===== config.mk =====
export PLATFORM = sky130hd
export DESIGN_NAME = mcpu
export DESIGN_NICKNAME = d
export VERILOG_FILES = /design/src/rtl/mcpu_pkg.sv /design/src/rtl/mcpu_bus_if.sv /design/src/rtl/alarm_timer.sv /design/src/rtl/alu.sv /design/src/rtl/bus_port.sv /design/src/rtl/cycle_ctrl.sv /design/src/rtl/mcpu.sv /design/src/rtl/reg_file.sv
export VERILOG_INCLUDE_DIRS = /design/src /design/src/rtl
export SDC_FILE = /design/constraint.sdc
export NUM_CORES = 1
export LEC_CHECK = 0
export ABC_AREA = 1
export BUFFER_PORTS_ARGS = -buffer_cell sky130_fd_sc_hd__buf_2
export CAP_MARGIN = 20
export CORE_ASPECT_RATIO = 0.75
export CORE_UTILIZATION = 61
export DETAILED_ROUTE_END_ITERATION = 10
export PLACE_DENSITY = 0.79
export SLEW_MARGIN = 15
export SYNTH_ARGS = -nofsm -noshare
export SYNTH_HDL_FRONTEND = slang
export SYNTH_SLANG_ARGS = --single-unit
export TNS_END_PERCENT = 20

===== constraint.sdc =====
create_clock -name __clk -period 3.3 [get_ports __clk]
set_input_delay 0.495 -clock __clk [delete_from_list [all_inputs] [get_ports __clk]]
set_output_delay 0.495 -clock __clk [all_outputs]
set_load 0.02 [all_outputs]

===== src/rtl/mcpu_defines.svh =====
/*
	Tunable sizes for mcpu, read the same way by every block.
	The address width must fit the 9-bit low field of the instruction.
	The alarm delay counts __clk cycles of an unanswered request.
*/
`ifndef MCPU_DEFINES_SVH
`define MCPU_DEFINES_SVH

// ---------------------------------------------------------------------
// data path

`define MCPU_WORD_W 16	// one data word
`define MCPU_ADDR_W 9	// taken whole from ir[8:0]
`define MCPU_NREG 8	// general registers r0..r7

// bus watchdog
`define MCPU_ALARM_DLY_TICKS 64	// cycles without bus_ok

`endif


===== src/rtl/mcpu_pkg.sv =====
/*
	Types shared by the mcpu blocks.
	Codes 4'h9 to 4'hf are not defined and stop the processor like op_hlt.
*/
`include "mcpu_defines.svh"

package mcpu_pkg;

	typedef logic [`MCPU_WORD_W-1:0] word_t;
	typedef logic [`MCPU_ADDR_W-1:0] addr_t;
	typedef logic [$clog2(`MCPU_NREG)-1:0] reg_idx_t;

	// instruction word is op[15:12] reg[11:9] addr/imm[8:0]
	typedef enum logic [3:0] {
		op_hlt = 4'h0,
		op_lw  = 4'h1,	// reg = mem
		op_lwt = 4'h2,	// reg = imm
		op_rw  = 4'h3,	// mem = reg
		op_aw  = 4'h4,	// reg += mem
		op_ac  = 4'h5,	// reg -= mem
		op_nr  = 4'h6,	// reg &= mem
		op_uj  = 4'h7,
		op_jz  = 4'h8
	} opcode_t;

	typedef enum logic [2:0] {
		st_idle, st_fetch, st_decode, st_exec_mem, st_write, st_stop
	} cyc_state_t;

endpackage


===== src/rtl/mcpu_bus_if.sv =====
/*
	Memory cycle signals between the sequencer, bus port and alarm timer.
	req is a level held until done, done is a one-cycle pulse.
*/
`timescale 1ns/1ps

interface mcpu_bus_if import mcpu_pkg::*; ();

	logic  req;	// cycle wanted
	logic  we;	// write cycle
	addr_t addr;
	word_t wdata;
	word_t rdata;	// last read word, held
	logic  done;	// memory answered
	logic  alarm;	// sticky, no answer in time

	modport seq (output req, we, addr, wdata, input rdata, done, alarm);

	modport port (input req, we, addr, wdata, output rdata, done);

	modport watch (input req, done, output alarm);

endinterface


===== src/rtl/alarm_timer.sv =====
/*
	Bus watchdog. Counts cycles of a pending request and raises alarm
	when MCPU_ALARM_DLY_TICKS pass without done. Alarm holds until reset.
*/
`timescale 1ns/1ps
`include "mcpu_defines.svh"

module alarm_timer (
	input  logic      __clk,
	input  logic      rst_n,
	mcpu_bus_if.watch mem
);

	localparam int unsigned DLY = `MCPU_ALARM_DLY_TICKS;
	localparam int CNT_W = $clog2(DLY + 1);

	logic [CNT_W-1:0] cnt;
	logic waiting;

	assign waiting = mem.req && !mem.done;

	// ---------------------------------------------------------------------
	// wait counter, saturates at the delay

	always_ff @(posedge __clk) begin
		if (!rst_n) begin
			cnt <= '0;
			mem.alarm <= 1'b0;
		end else begin
			if (!waiting) begin
				cnt <= '0;
			end else if (cnt != CNT_W'(DLY)) begin
				cnt <= cnt + 1'b1;
			end
			if (waiting && cnt == CNT_W'(DLY - 1)) begin
				mem.alarm <= 1'b1;	// sticky
			end
		end
	end

	// alarm only after a request open for the whole delay
	a_alarm_on_req: assert property (@(posedge __clk) disable iff (!rst_n)
		$rose(mem.alarm) |-> $past(mem.req, DLY));

endmodule


===== src/rtl/alu.sv =====
/*
	Combinational arithmetic unit for the write state.
	Sums and differences wrap at the word width, no carry is kept.
	Opcodes without a register result pass the accumulator through.
*/
`timescale 1ns/1ps

module alu import mcpu_pkg::*; (
	input  opcode_t alu_op,
	input  word_t   acc,	// selected register
	input  word_t   operand,	// memory word of the exec cycle
	input  word_t   imm,	// zero extended ir[8:0]
	output word_t   result
);

	// ---------------------------------------------------------------------
	// result select

	always_comb begin
		case (alu_op)
			op_aw: begin
				result = acc + operand;
			end
			op_ac: begin
				result = acc - operand;
			end
			op_nr: begin
				result = acc & operand;
			end
			op_lw: begin
				result = operand;	// load through
			end
			op_lwt: begin
				result = imm;
			end
			default: begin
				result = acc;
			end
		endcase
	end

endmodule


===== src/rtl/bus_port.sv =====
/*
	System bus port with a held request and a one-cycle bus_ok answer.
	bus_req drops on the cycle after bus_ok. done and rdata follow
	one cycle after bus_ok is sampled. There is no other back-pressure.
*/
`timescale 1ns/1ps

module bus_port import mcpu_pkg::*; (
	input  logic     __clk,
	input  logic     rst_n,
	mcpu_bus_if.port mem,
	output logic     bus_req,
	output logic     bus_we,
	output addr_t    bus_addr,
	output word_t    bus_wdata,
	input  logic     bus_ok,
	input  word_t    bus_rdata
);

	logic answered;

	assign answered = bus_req && bus_ok;

	// ---------------------------------------------------------------------
	// handshake

	always_ff @(posedge __clk) begin
		if (!rst_n) begin
			bus_req <= 1'b0;
			mem.done <= 1'b0;
		end else begin
			bus_req <= mem.req && !answered;	// no re-raise on the ok cycle
			mem.done <= answered;
		end
	end

	// outgoing cycle, follows the sequencer while it asks
	always_ff @(posedge __clk) begin
		if (mem.req) begin
			bus_addr <= mem.addr;
			bus_we <= mem.we;
			bus_wdata <= mem.wdata;
		end
	end

	always_ff @(posedge __clk) begin
		if (answered) mem.rdata <= bus_rdata;	// held until the next answer
	end

	a_addr_stable: assert property (@(posedge __clk) disable iff (!rst_n)
		bus_req && !bus_ok |=> $stable(bus_addr) && $stable(bus_we));

endmodule


===== src/rtl/cycle_ctrl.sv =====
/*
	Instruction sequencer, one instruction in flight at a time.
	Bus requests follow the next state, so bus_port registers a request
	in the cycle its state is entered. After a halt, an illegal code or
	a bus alarm the sequencer stays in st_stop until reset.
*/
`timescale 1ns/1ps
`include "mcpu_defines.svh"

module cycle_ctrl import mcpu_pkg::*; (
	input  logic     __clk,
	input  logic     rst_n,
	input  logic     start,	// panel start strobe
	input  word_t    kl,	// panel keys, start address
	mcpu_bus_if.seq  mem,
	output opcode_t  alu_op,
	output reg_idx_t rsel,
	input  word_t    rd_val,
	input  logic     zero,
	output logic     wr_en,
	output word_t    imm,
	output logic     run,
	output word_t    w	// panel word
);

	cyc_state_t state, state_d;
	word_t   ir;
	addr_t   ic, ic_d;
	addr_t   ir_addr;
	addr_t   cur_addr;	// address of the cycle in progress
	opcode_t op;
	logic    mem_op, reg_wr, jump_taken, halt_op;

	assign op = opcode_t'(ir[15:12]);
	assign ir_addr = ir[`MCPU_ADDR_W-1:0];
	assign cur_addr = (state == st_fetch) ? ic : ir_addr;

	// ---------------------------------------------------------------------
	// decode

	always_comb begin
		mem_op = 1'b0;
		reg_wr = 1'b0;
		jump_taken = 1'b0;
		halt_op = 1'b0;
		case (op)
			op_lw, op_aw, op_ac, op_nr: begin
				mem_op = 1'b1;
				reg_wr = 1'b1;
			end
			op_rw: mem_op = 1'b1;
			op_lwt: reg_wr = 1'b1;
			op_uj: jump_taken = 1'b1;
			op_jz: jump_taken = zero;
			default: halt_op = 1'b1;	// op_hlt and the undefined codes
		endcase
	end

	// ---------------------------------------------------------------------
	// next state

	always_comb begin
		state_d = state;
		ic_d = ic;
		case (state)
			st_idle: if (start) begin
				state_d = st_fetch;
				ic_d = kl[`MCPU_ADDR_W-1:0];
			end
			st_fetch: if (mem.done) state_d = st_decode;
			st_decode: begin
				ic_d = ic + 1'b1;
				state_d = mem_op ? st_exec_mem : st_write;
			end
			st_exec_mem: if (mem.done) state_d = st_write;
			st_write: begin
				if (halt_op) begin
					state_d = st_stop;
				end else begin
					state_d = st_fetch;
					if (jump_taken) ic_d = ir_addr;
				end
			end
			default: state_d = st_stop;
		endcase
		if (mem.alarm) state_d = st_stop;	// memory never answered
	end

	always_ff @(posedge __clk) begin
		if (!rst_n) begin
			state <= st_idle;
			ic <= '0;
			w <= '0;
		end else begin
			state <= state_d;
			ic <= ic_d;
			if (state != st_stop) w <= mem.alarm ? word_t'(cur_addr) : word_t'(ic_d);
		end
	end

	always_ff @(posedge __clk) begin
		if (state == st_fetch && mem.done) ir <= mem.rdata;
	end

	// memory cycle request
	assign mem.req = (state_d == st_fetch) || (state_d == st_exec_mem);
	assign mem.addr = (state_d == st_fetch) ? ic_d : ir_addr;
	assign mem.we = (state_d == st_exec_mem) && (op == op_rw);
	assign mem.wdata = rd_val;	// store source is the selected register

	assign alu_op = op;
	assign rsel = ir[11:9];
	assign imm = word_t'(ir_addr);	// zero extended
	assign wr_en = (state == st_write) && reg_wr;
	assign run = (state != st_idle) && (state != st_stop);

	a_stop_held: assert property (@(posedge __clk) disable iff (!rst_n)
		state == st_stop |=> state == st_stop);

endmodule


===== src/rtl/mcpu.sv =====
/*
	mcpu top level, a 16-bit sequential processor.
	All ports are active high except rst_n. No interrupts, I/O or paging.
	A start strobe loads the instruction counter from kl.
*/
`timescale 1ns/1ps

module mcpu import mcpu_pkg::*; (
	input  logic  __clk,
	input  logic  rst_n,

	// control panel
	input  logic  start,
	input  word_t kl,
	output word_t w,
	output logic  run,
	output logic  alarm,

	// system bus
	output logic  bus_req,
	output logic  bus_we,
	output addr_t bus_addr,
	output word_t bus_wdata,
	input  logic  bus_ok,
	input  word_t bus_rdata
);

	mcpu_bus_if mem_bus ();

	opcode_t  alu_op;
	reg_idx_t rsel;
	word_t    rd_val;
	word_t    imm;
	word_t    alu_result;
	logic     zero;
	logic     wr_en;

	// ---------------------------------------------------------------------
	// sequencing and bus

	cycle_ctrl seq (
		.__clk(__clk),
		.rst_n(rst_n),
		.start(start),
		.kl(kl),
		.mem(mem_bus.seq),
		.alu_op(alu_op),
		.rsel(rsel),
		.rd_val(rd_val),
		.zero(zero),
		.wr_en(wr_en),
		.imm(imm),
		.run(run),
		.w(w)
	);

	alarm_timer watch (.__clk(__clk), .rst_n(rst_n), .mem(mem_bus.watch));

	bus_port port (
		.__clk(__clk),
		.rst_n(rst_n),
		.mem(mem_bus.port),
		.bus_req(bus_req),
		.bus_we(bus_we),
		.bus_addr(bus_addr),
		.bus_wdata(bus_wdata),
		.bus_ok(bus_ok),
		.bus_rdata(bus_rdata)
	);

	assign alarm = mem_bus.alarm;

	// ---------------------------------------------------------------------
	// data path

	reg_file regs (
		.__clk(__clk),
		.rst_n(rst_n),
		.rsel(rsel),
		.wr_en(wr_en),
		.wr_data(alu_result),
		.rd_val(rd_val),
		.zero(zero)
	);

	alu arith (
		.alu_op(alu_op),
		.acc(rd_val),
		.operand(mem_bus.rdata),	// held since the exec cycle
		.imm(imm),
		.result(alu_result)
	);

endmodule


===== src/rtl/reg_file.sv =====
/*
	Eight general registers and the zero flag.
	One read port selected by rsel, written in the sequencer's write state.
	The zero flag follows every register write.
*/
`timescale 1ns/1ps
`include "mcpu_defines.svh"

module reg_file import mcpu_pkg::*; (
	input  logic     __clk,
	input  logic     rst_n,
	input  reg_idx_t rsel,
	input  logic     wr_en,
	input  word_t    wr_data,
	output word_t    rd_val,
	output logic     zero
);

	word_t regs [`MCPU_NREG];

	// ---------------------------------------------------------------------
	// registers, all start at zero

	always_ff @(posedge __clk) begin
		if (!rst_n) begin
			for (int i = 0; i < `MCPU_NREG; i++) begin
				regs[i] <= '0;
			end
		end else if (wr_en) begin
			regs[rsel] <= wr_data;
		end
	end

	// zero flag
	always_ff @(posedge __clk) begin
		if (!rst_n) begin
			zero <= 1'b0;
		end else if (wr_en) begin
			zero <= (wr_data == '0);
		end
	end

	assign rd_val = regs[rsel];

endmodule


Word-level counts from Yosys, hierarchy flattened
Memories as Yosys holds them, arrays and structs flattened. A register that Yosys moved wholly into a read port is not among the register bits.
Cells that the tools add are included.
{"block": "word_totals", "reg_bits": 97, "latch_bits": 0, "ram_bits": 128, "romBits": 0, "inputBits": 36, "out_inout_bits": 45, "word_cells": 81, "mem_count": 1}
{"name": "regs.regs", "words": 8, "word_bits": 16, "read_ports": 1, "rd_clocked_by_memory_dff": 1, "write_ports": 8, "line_no": "reg_file.sv:19", "rtl": "word_t regs [`MCPU_NREG];"}
{"block": "op_classes", "add_sub_neg": 4, "multipliers": 0, "n_div": 0, "magnitude_cmp": 0, "eq_ne": 17, "shifts": 0, "n_mux": 26, "bitwise_logic": 1, "reduce_logical": 19}
{"cell": "$pmux W16 S5", "count": 1}
{"cell": "$mux W9", "count": 6}
{"cell": "$pmux W9 S3", "count": 1}
{"cell": "$mux W3", "count": 8}
{"cell": "$add A16 B16 Y16", "count": 1}
{"cell": "$and A16 B16 Y16", "count": 1}
{"cell": "$eq A4 B3 Y1 const B", "count": 4}
{"cell": "$logic_not A16 Y1", "count": 1}
{"cell": "$mux W16", "count": 1}
{"cell": "$reduce_or A16 Y1", "count": 1}
{"cell": "$sub A16 B16 Y16", "count": 1}
{"cell": "$pmux W3 S5", "count": 1}
{"cell": "$reduce_or A5 Y1", "count": 2}
{"cell": "$add A9 B1 Y9 const B", "count": 1}
{"cell": "$eq A3 B2 Y1 const B", "count": 3}
{"cell": "$eq A4 B2 Y1 const B", "count": 2}
{"cell": "$logic_and A1 B1 Y1", "count": 8}
{"cell": "$reduce_or A8 Y1", "count": 1}
{"cell": "$add A7 B1 Y7 const B", "count": 1}
{"cell": "$eq A7 B6 Y1 const B", "count": 1}
{"cell": "$mux W1", "count": 7}
{"cell": "$ne A7 B7 Y1 const B", "count": 1}
{"cell": "$eq A3 B1 Y1 const B", "count": 2}
{"cell": "$eq A4 B1 Y1 const B", "count": 1}
{"cell": "9 further kinds", "count": 10}

Longest topological paths before layout
{"block": "depth", "ltp_word": 10, "mapped_depth": 24, "mapped_depth_nobuf": 23}

By module
Synthesis repeated with hierarchy kept, for this count alone.
{"block": "hier_totals", "hier_cells": 1455, "hier_area_um2": 12435.7}
{"module": "reg_file", "n_inst": 1, "cells_each": 636, "area_per_inst_um2": 6352.3, "seq_area_each_um2": 3863.7}
{"module": "cycle_ctrl", "n_inst": 1, "cells_each": 389, "area_per_inst_um2": 2605.0, "seq_area_each_um2": 900.9}
{"module": "alu", "n_inst": 1, "cells_each": 320, "area_per_inst_um2": 1741.7, "seq_area_each_um2": 0.0}
{"module": "bus_port", "n_inst": 1, "cells_each": 50, "area_per_inst_um2": 1328.8, "seq_area_each_um2": 1301.2}
{"module": "alarm_timer", "n_inst": 1, "cells_each": 60, "area_per_inst_um2": 407.9, "seq_area_each_um2": 160.2}

Least setup slack after synthesis
Ideal clock, no wire load.
{"block": "synth_timing", "path_type": "flip-flop to flip-flop", "startpoint": "register port.mem.rdata[0]", "endpoint": "memory regs.regs[0][15] (netlist bit) (data pin)", "setup_ns": 0.259, "t_arrival_ns": 2.710, "required_time_ns": 3.041, "setup_slack_ns": 0.331, "path_stages_with_launch": 20, "n_path_buf": 0, "synth_period_minus_slack_ns": 2.969, "path_cell_list": "edfxtp_1 inv_1 ha_1 inv_1 nor4_1 inv_1 nor3_1 a21oi_1 a21oi_1 xor2_1 ha_1 inv_1 nor3_1 nand3_1 nand2_1 nand3_1 nand3_1 nand2_1 nand2_1 nor2_1"}
{"item": "start, declared", "line_no": "mcpu_bus_if.sv:19", "rtl": "modport port (input req, we, addr, wdata, output rdata, done);"}
{"item": "start signal, assigned", "line_no": "bus_port.sv:47", "rtl": "if (answered) mem.rdata <= bus_rdata;"}
{"item": "end, declared", "line_no": "reg_file.sv:19"}

==> out/metrics.yaml <==
setup_viol: 1
clock_skew_ps: 10.9
grt_antenna_before_repair: 1
gp_congestion: 0.997
violations: "negative setup slack"
endpoint_kind: "register"
rrSetupSlack_ps: -30
synth-main-ff-cell: "edfxtp_1"
cp.required_ps: 3750
clk_pin_slew_ps: 70
grt_use_total_pct: 35.1
rsz0062_at_grt: "yes"
root_buffer: "clkbuf_16"
netlist_instances: 1427
finalMaxSlewViolations: 0
numCtsBuffers: 23
drt_iter0_markers: 1284
drc_errors: 0
slew_headroom_pct: 46.9
post_drt_wl_per_cell_um: 18.9
fill_cells: 1307
crit_path_max_fanout: 16
ys_top_cells_by_area: "edfxtp_1 (47%), nand2_1 (9.5%), inv_1 (7.2%), nor2_1 (6.1%), dfxtp_1 (5.9%)"
netlist.area_leader.share_pct: 46.7
grt.overflow.total: 0
maxCapViolations: 0
power.static_leakage_nw: 6.64
num_rows: 43
drive_gt1_share_pct: 21.7
cts.htree.levels: 1
die_area_um2: 20200
setup_tns_ps: -30.3
period_minus_slack_ps: 3330
grt_max_degree: 32
core_area_um2: 18800
crit_type: "reg2reg"
die_w_um: 164
postSynthAreaPerCell_um2: 8.39
via_per_inst: 5.72
ys_ff_latch: 221
start_kind: "register"
worstPathArrival_ps: 3780
dpl.cell_count: 1804
ys_seq_area_share_pct: 52.5
setup_ws_ps: -30.3
synth_warnings: 0
status: "finished with violations"
finalHoldViolCount: 0
postCtsHoldBufs: 0
synth.distinct_cells: 51
cts_tree: "yes"
clock_path_buffers: 3
clock_latency_ps: 520
grt_pass1_wl_um: 52700
dp_hpwl_um: 25400
io_pins: 81
ys_async_sr_fraction_pct: 0
syn_area_um2: 12000
wirelength_um: 35000
numClockSinks: 221
irDropWorstVdd_v: 0.000481
dieHeight_um: 123
vias: 10600
drtAntennaViolNets: 0
hp-class: "in2reg"
final_nets: 1647
areaGrowthSynthToFinish_pct: 20.3
worst_pin_slew_ps: 796
synth_enable_flop_cells: 186
portBuffers: 66
first_pass_iters: 6
period_share_pct: 101
grt_pass1_vias: 9596
power.density_nw_per_um2: 475
start_util_pct: 63.6
yosysTopAreaCell: "edfxtp_1"
fmax_mhz: 300
layout.cells.non_filler: 1854
multiInputGateArea_um2: 4780
regArea_um2: 6290
-- stage by stage --
| stage | setup WS [ps] | total power [mW] | cell area [µm²] | hold WS, ps | utilization, % |
|---|---|---|---|---|---|
| finish | -30.3 | 6.84 | 14400 | 148 | 76.5 |
| global route | -178 | 7.02 | 14400 | 136 | 76.4 |
| CTS | -10.7 | 6.77 | 14000 | 134 | 74.4 |
| detailed placement | -98.0 | 4.06 | 13200 | 475 | 70.0 |
| global placement | -127 | 4.05 | 13200 | 458 | 70.0 |
| floorplan | 331 | 3.74 | 12000 | 450 | - |
-- area by class of cell --
cell class                 instances  share of cell area (%)
antenna                            1                  0.0174
tap                              247                    2.15
clock inverter                    12                    1.25
sequential                       221                    43.7
multi-input combinational        912                    33.2
inverter                         249                    6.53
timing repair buffer             183                    8.97
clock buffer                      29                    4.22
-- final timing paths --
kind,start,endpoint,cells past startpoint
worst max register to register,register,regs.zero,22
worst min register to register,watch.cnt[1],watch.cnt[1],2
worst min-delay path,bus_rdata[5],port.mem.rdata[5],1
worst max-delay path,register,regs.zero,22
-- flip-flops by register name (all words and copies together) (netlist names), named ones only --
register and count:
port.bus_addr 9, port.bus_req 1, port.bus_wdata 16, port.bus_we 1, port.mem.done 1, port.mem.rdata 16
regs.regs 128, regs.zero 1, seq.ic 9, seq.ir 16, seq.state 3, seq.w 9
watch.cnt 7, watch.mem.alarm 1
-- layout by cell type, fill, tap and decap left out, types with 4 or more instances in the layout --
| cell | instances |
|---|---|
| or2_2 | 5 |
| ha_1 | 10 |
| o211ai_1 | 12 |
| bufinv_16 | 4 |
| buf_12 | 4 |
| o21a_1 | 4 |
| nand3_2 | 10 |
| conb_1 | 7 |
| o21ai_0 | 100 |
| xor2_1 | 10 |
| nor2_4 | 12 |
| inv_1 | 216 |
| a21oi_1 | 44 |
| a21oi_2 | 10 |
| clkbuf_16 | 24 |
| a31oi_1 | 10 |
| buf_6 | 4 |
| nor2_2 | 23 |
| o21ai_1 | 19 |
| nand2_1 | 294 |
| nand2_2 | 11 |
| ha_4 | 10 |
| nand3_1 | 69 |
| o221ai_1 | 4 |
| o22ai_1 | 16 |
| buf_4 | 108 |
| nor3_1 | 11 |
| nand4_1 | 9 |
| buf_2 | 66 |
| dfxtp_1 | 33 |
| inv_2 | 29 |
| nor2_1 | 183 |
| edfxtp_1 | 186 |
| clkbuf_1 | 5 |
-- cells in the mapped netlist, types with 3 or more instances --
cell      number
clkbuf_1      19
nor2_4        12
nor4_1         3
a21oi_2        3
o21a_1         5
buf_2          9
xor2_1        12
a21oi_1       52
inv_1        231
buf_4         10
o22ai_1       16
inv_2         16
ha_1          20
a31oi_1       10
nor2_2        10
nand2_1      304
nor3_1        13
o21ai_1       10
nor2_1       196
o21ai_0      109
o221ai_1       4
edfxtp_1     186
nand4_1        9
nand3_1       74
buf_6         11
or2_2          5
dfxtp_1       35
o211ai_1      12
nand3_2        5
-- critical path, cell delays in order (launching register included) --
cell      delay (ps)
dfxtp_4          370
inv_4            130
buf_12           170
buf_4            140
nand2_1           50
nand3_1           60
nand3_1          130
nand2_1          140
inv_1            120
ha_4             280
a21oi_1          160
nand2_2          130
nand2_1          110
nand3b_1          90
nand3_1          250
nand2_1          110
nor2_2           150
nand2_1           70
nor2_1           100
nand3_1          100
nor2_1           110
nand3_1          110
a21oi_2          150
-- kinds of logic (layout without fill, tap and decap cells) --
kind of cell | Yosys count | count (layout) | share of synthesized area, %
adders and majority gates | 21 | 21 | 2.26
DFF | 221 | 221 | 52.5
AOI/OAI and AO/OA | 230 | 230 | 10.7
buffers and inverters | 300 | 473 | 10.5
other | 1 | 8 | 0.0313
and+or+nand+nor | 641 | 641 | 23.0
xor gates and xnor gates | 13 | 13 | 0.951
-- what timing repair did --
action | CTS | global route
gates cloned | 0 | 1
gates resized for setup | 13 | 80
pin swaps | 1 | 14
setup buffers | 1 | 6
endpoints found under the setup margin | 46 | 113
-- power by group --
part           switching, mW  internal (mW)  leakage, nW  total [mW]
clock                   1.11           1.63        0.380        2.74
sequential            0.0645           3.16         2.16        3.23
combinational          0.576          0.298         4.10       0.874
total                   1.75           5.09         6.64        6.84
-- per-layer routing --
| layer | vias up | routed length, µm | track usage, % |
|---|---|---|---|
| met5 | - | 0 | 0 |
| li1 | 4963 | - | - |
| met2 | 652 | 14500 | 50.1 |
| met4 | 0 | 634 | 6.77 |
| met1 | 4927 | 14900 | 53.2 |
| met3 | 54 | 4890 | 9.69 |
(Power assumes the default switching activity.)
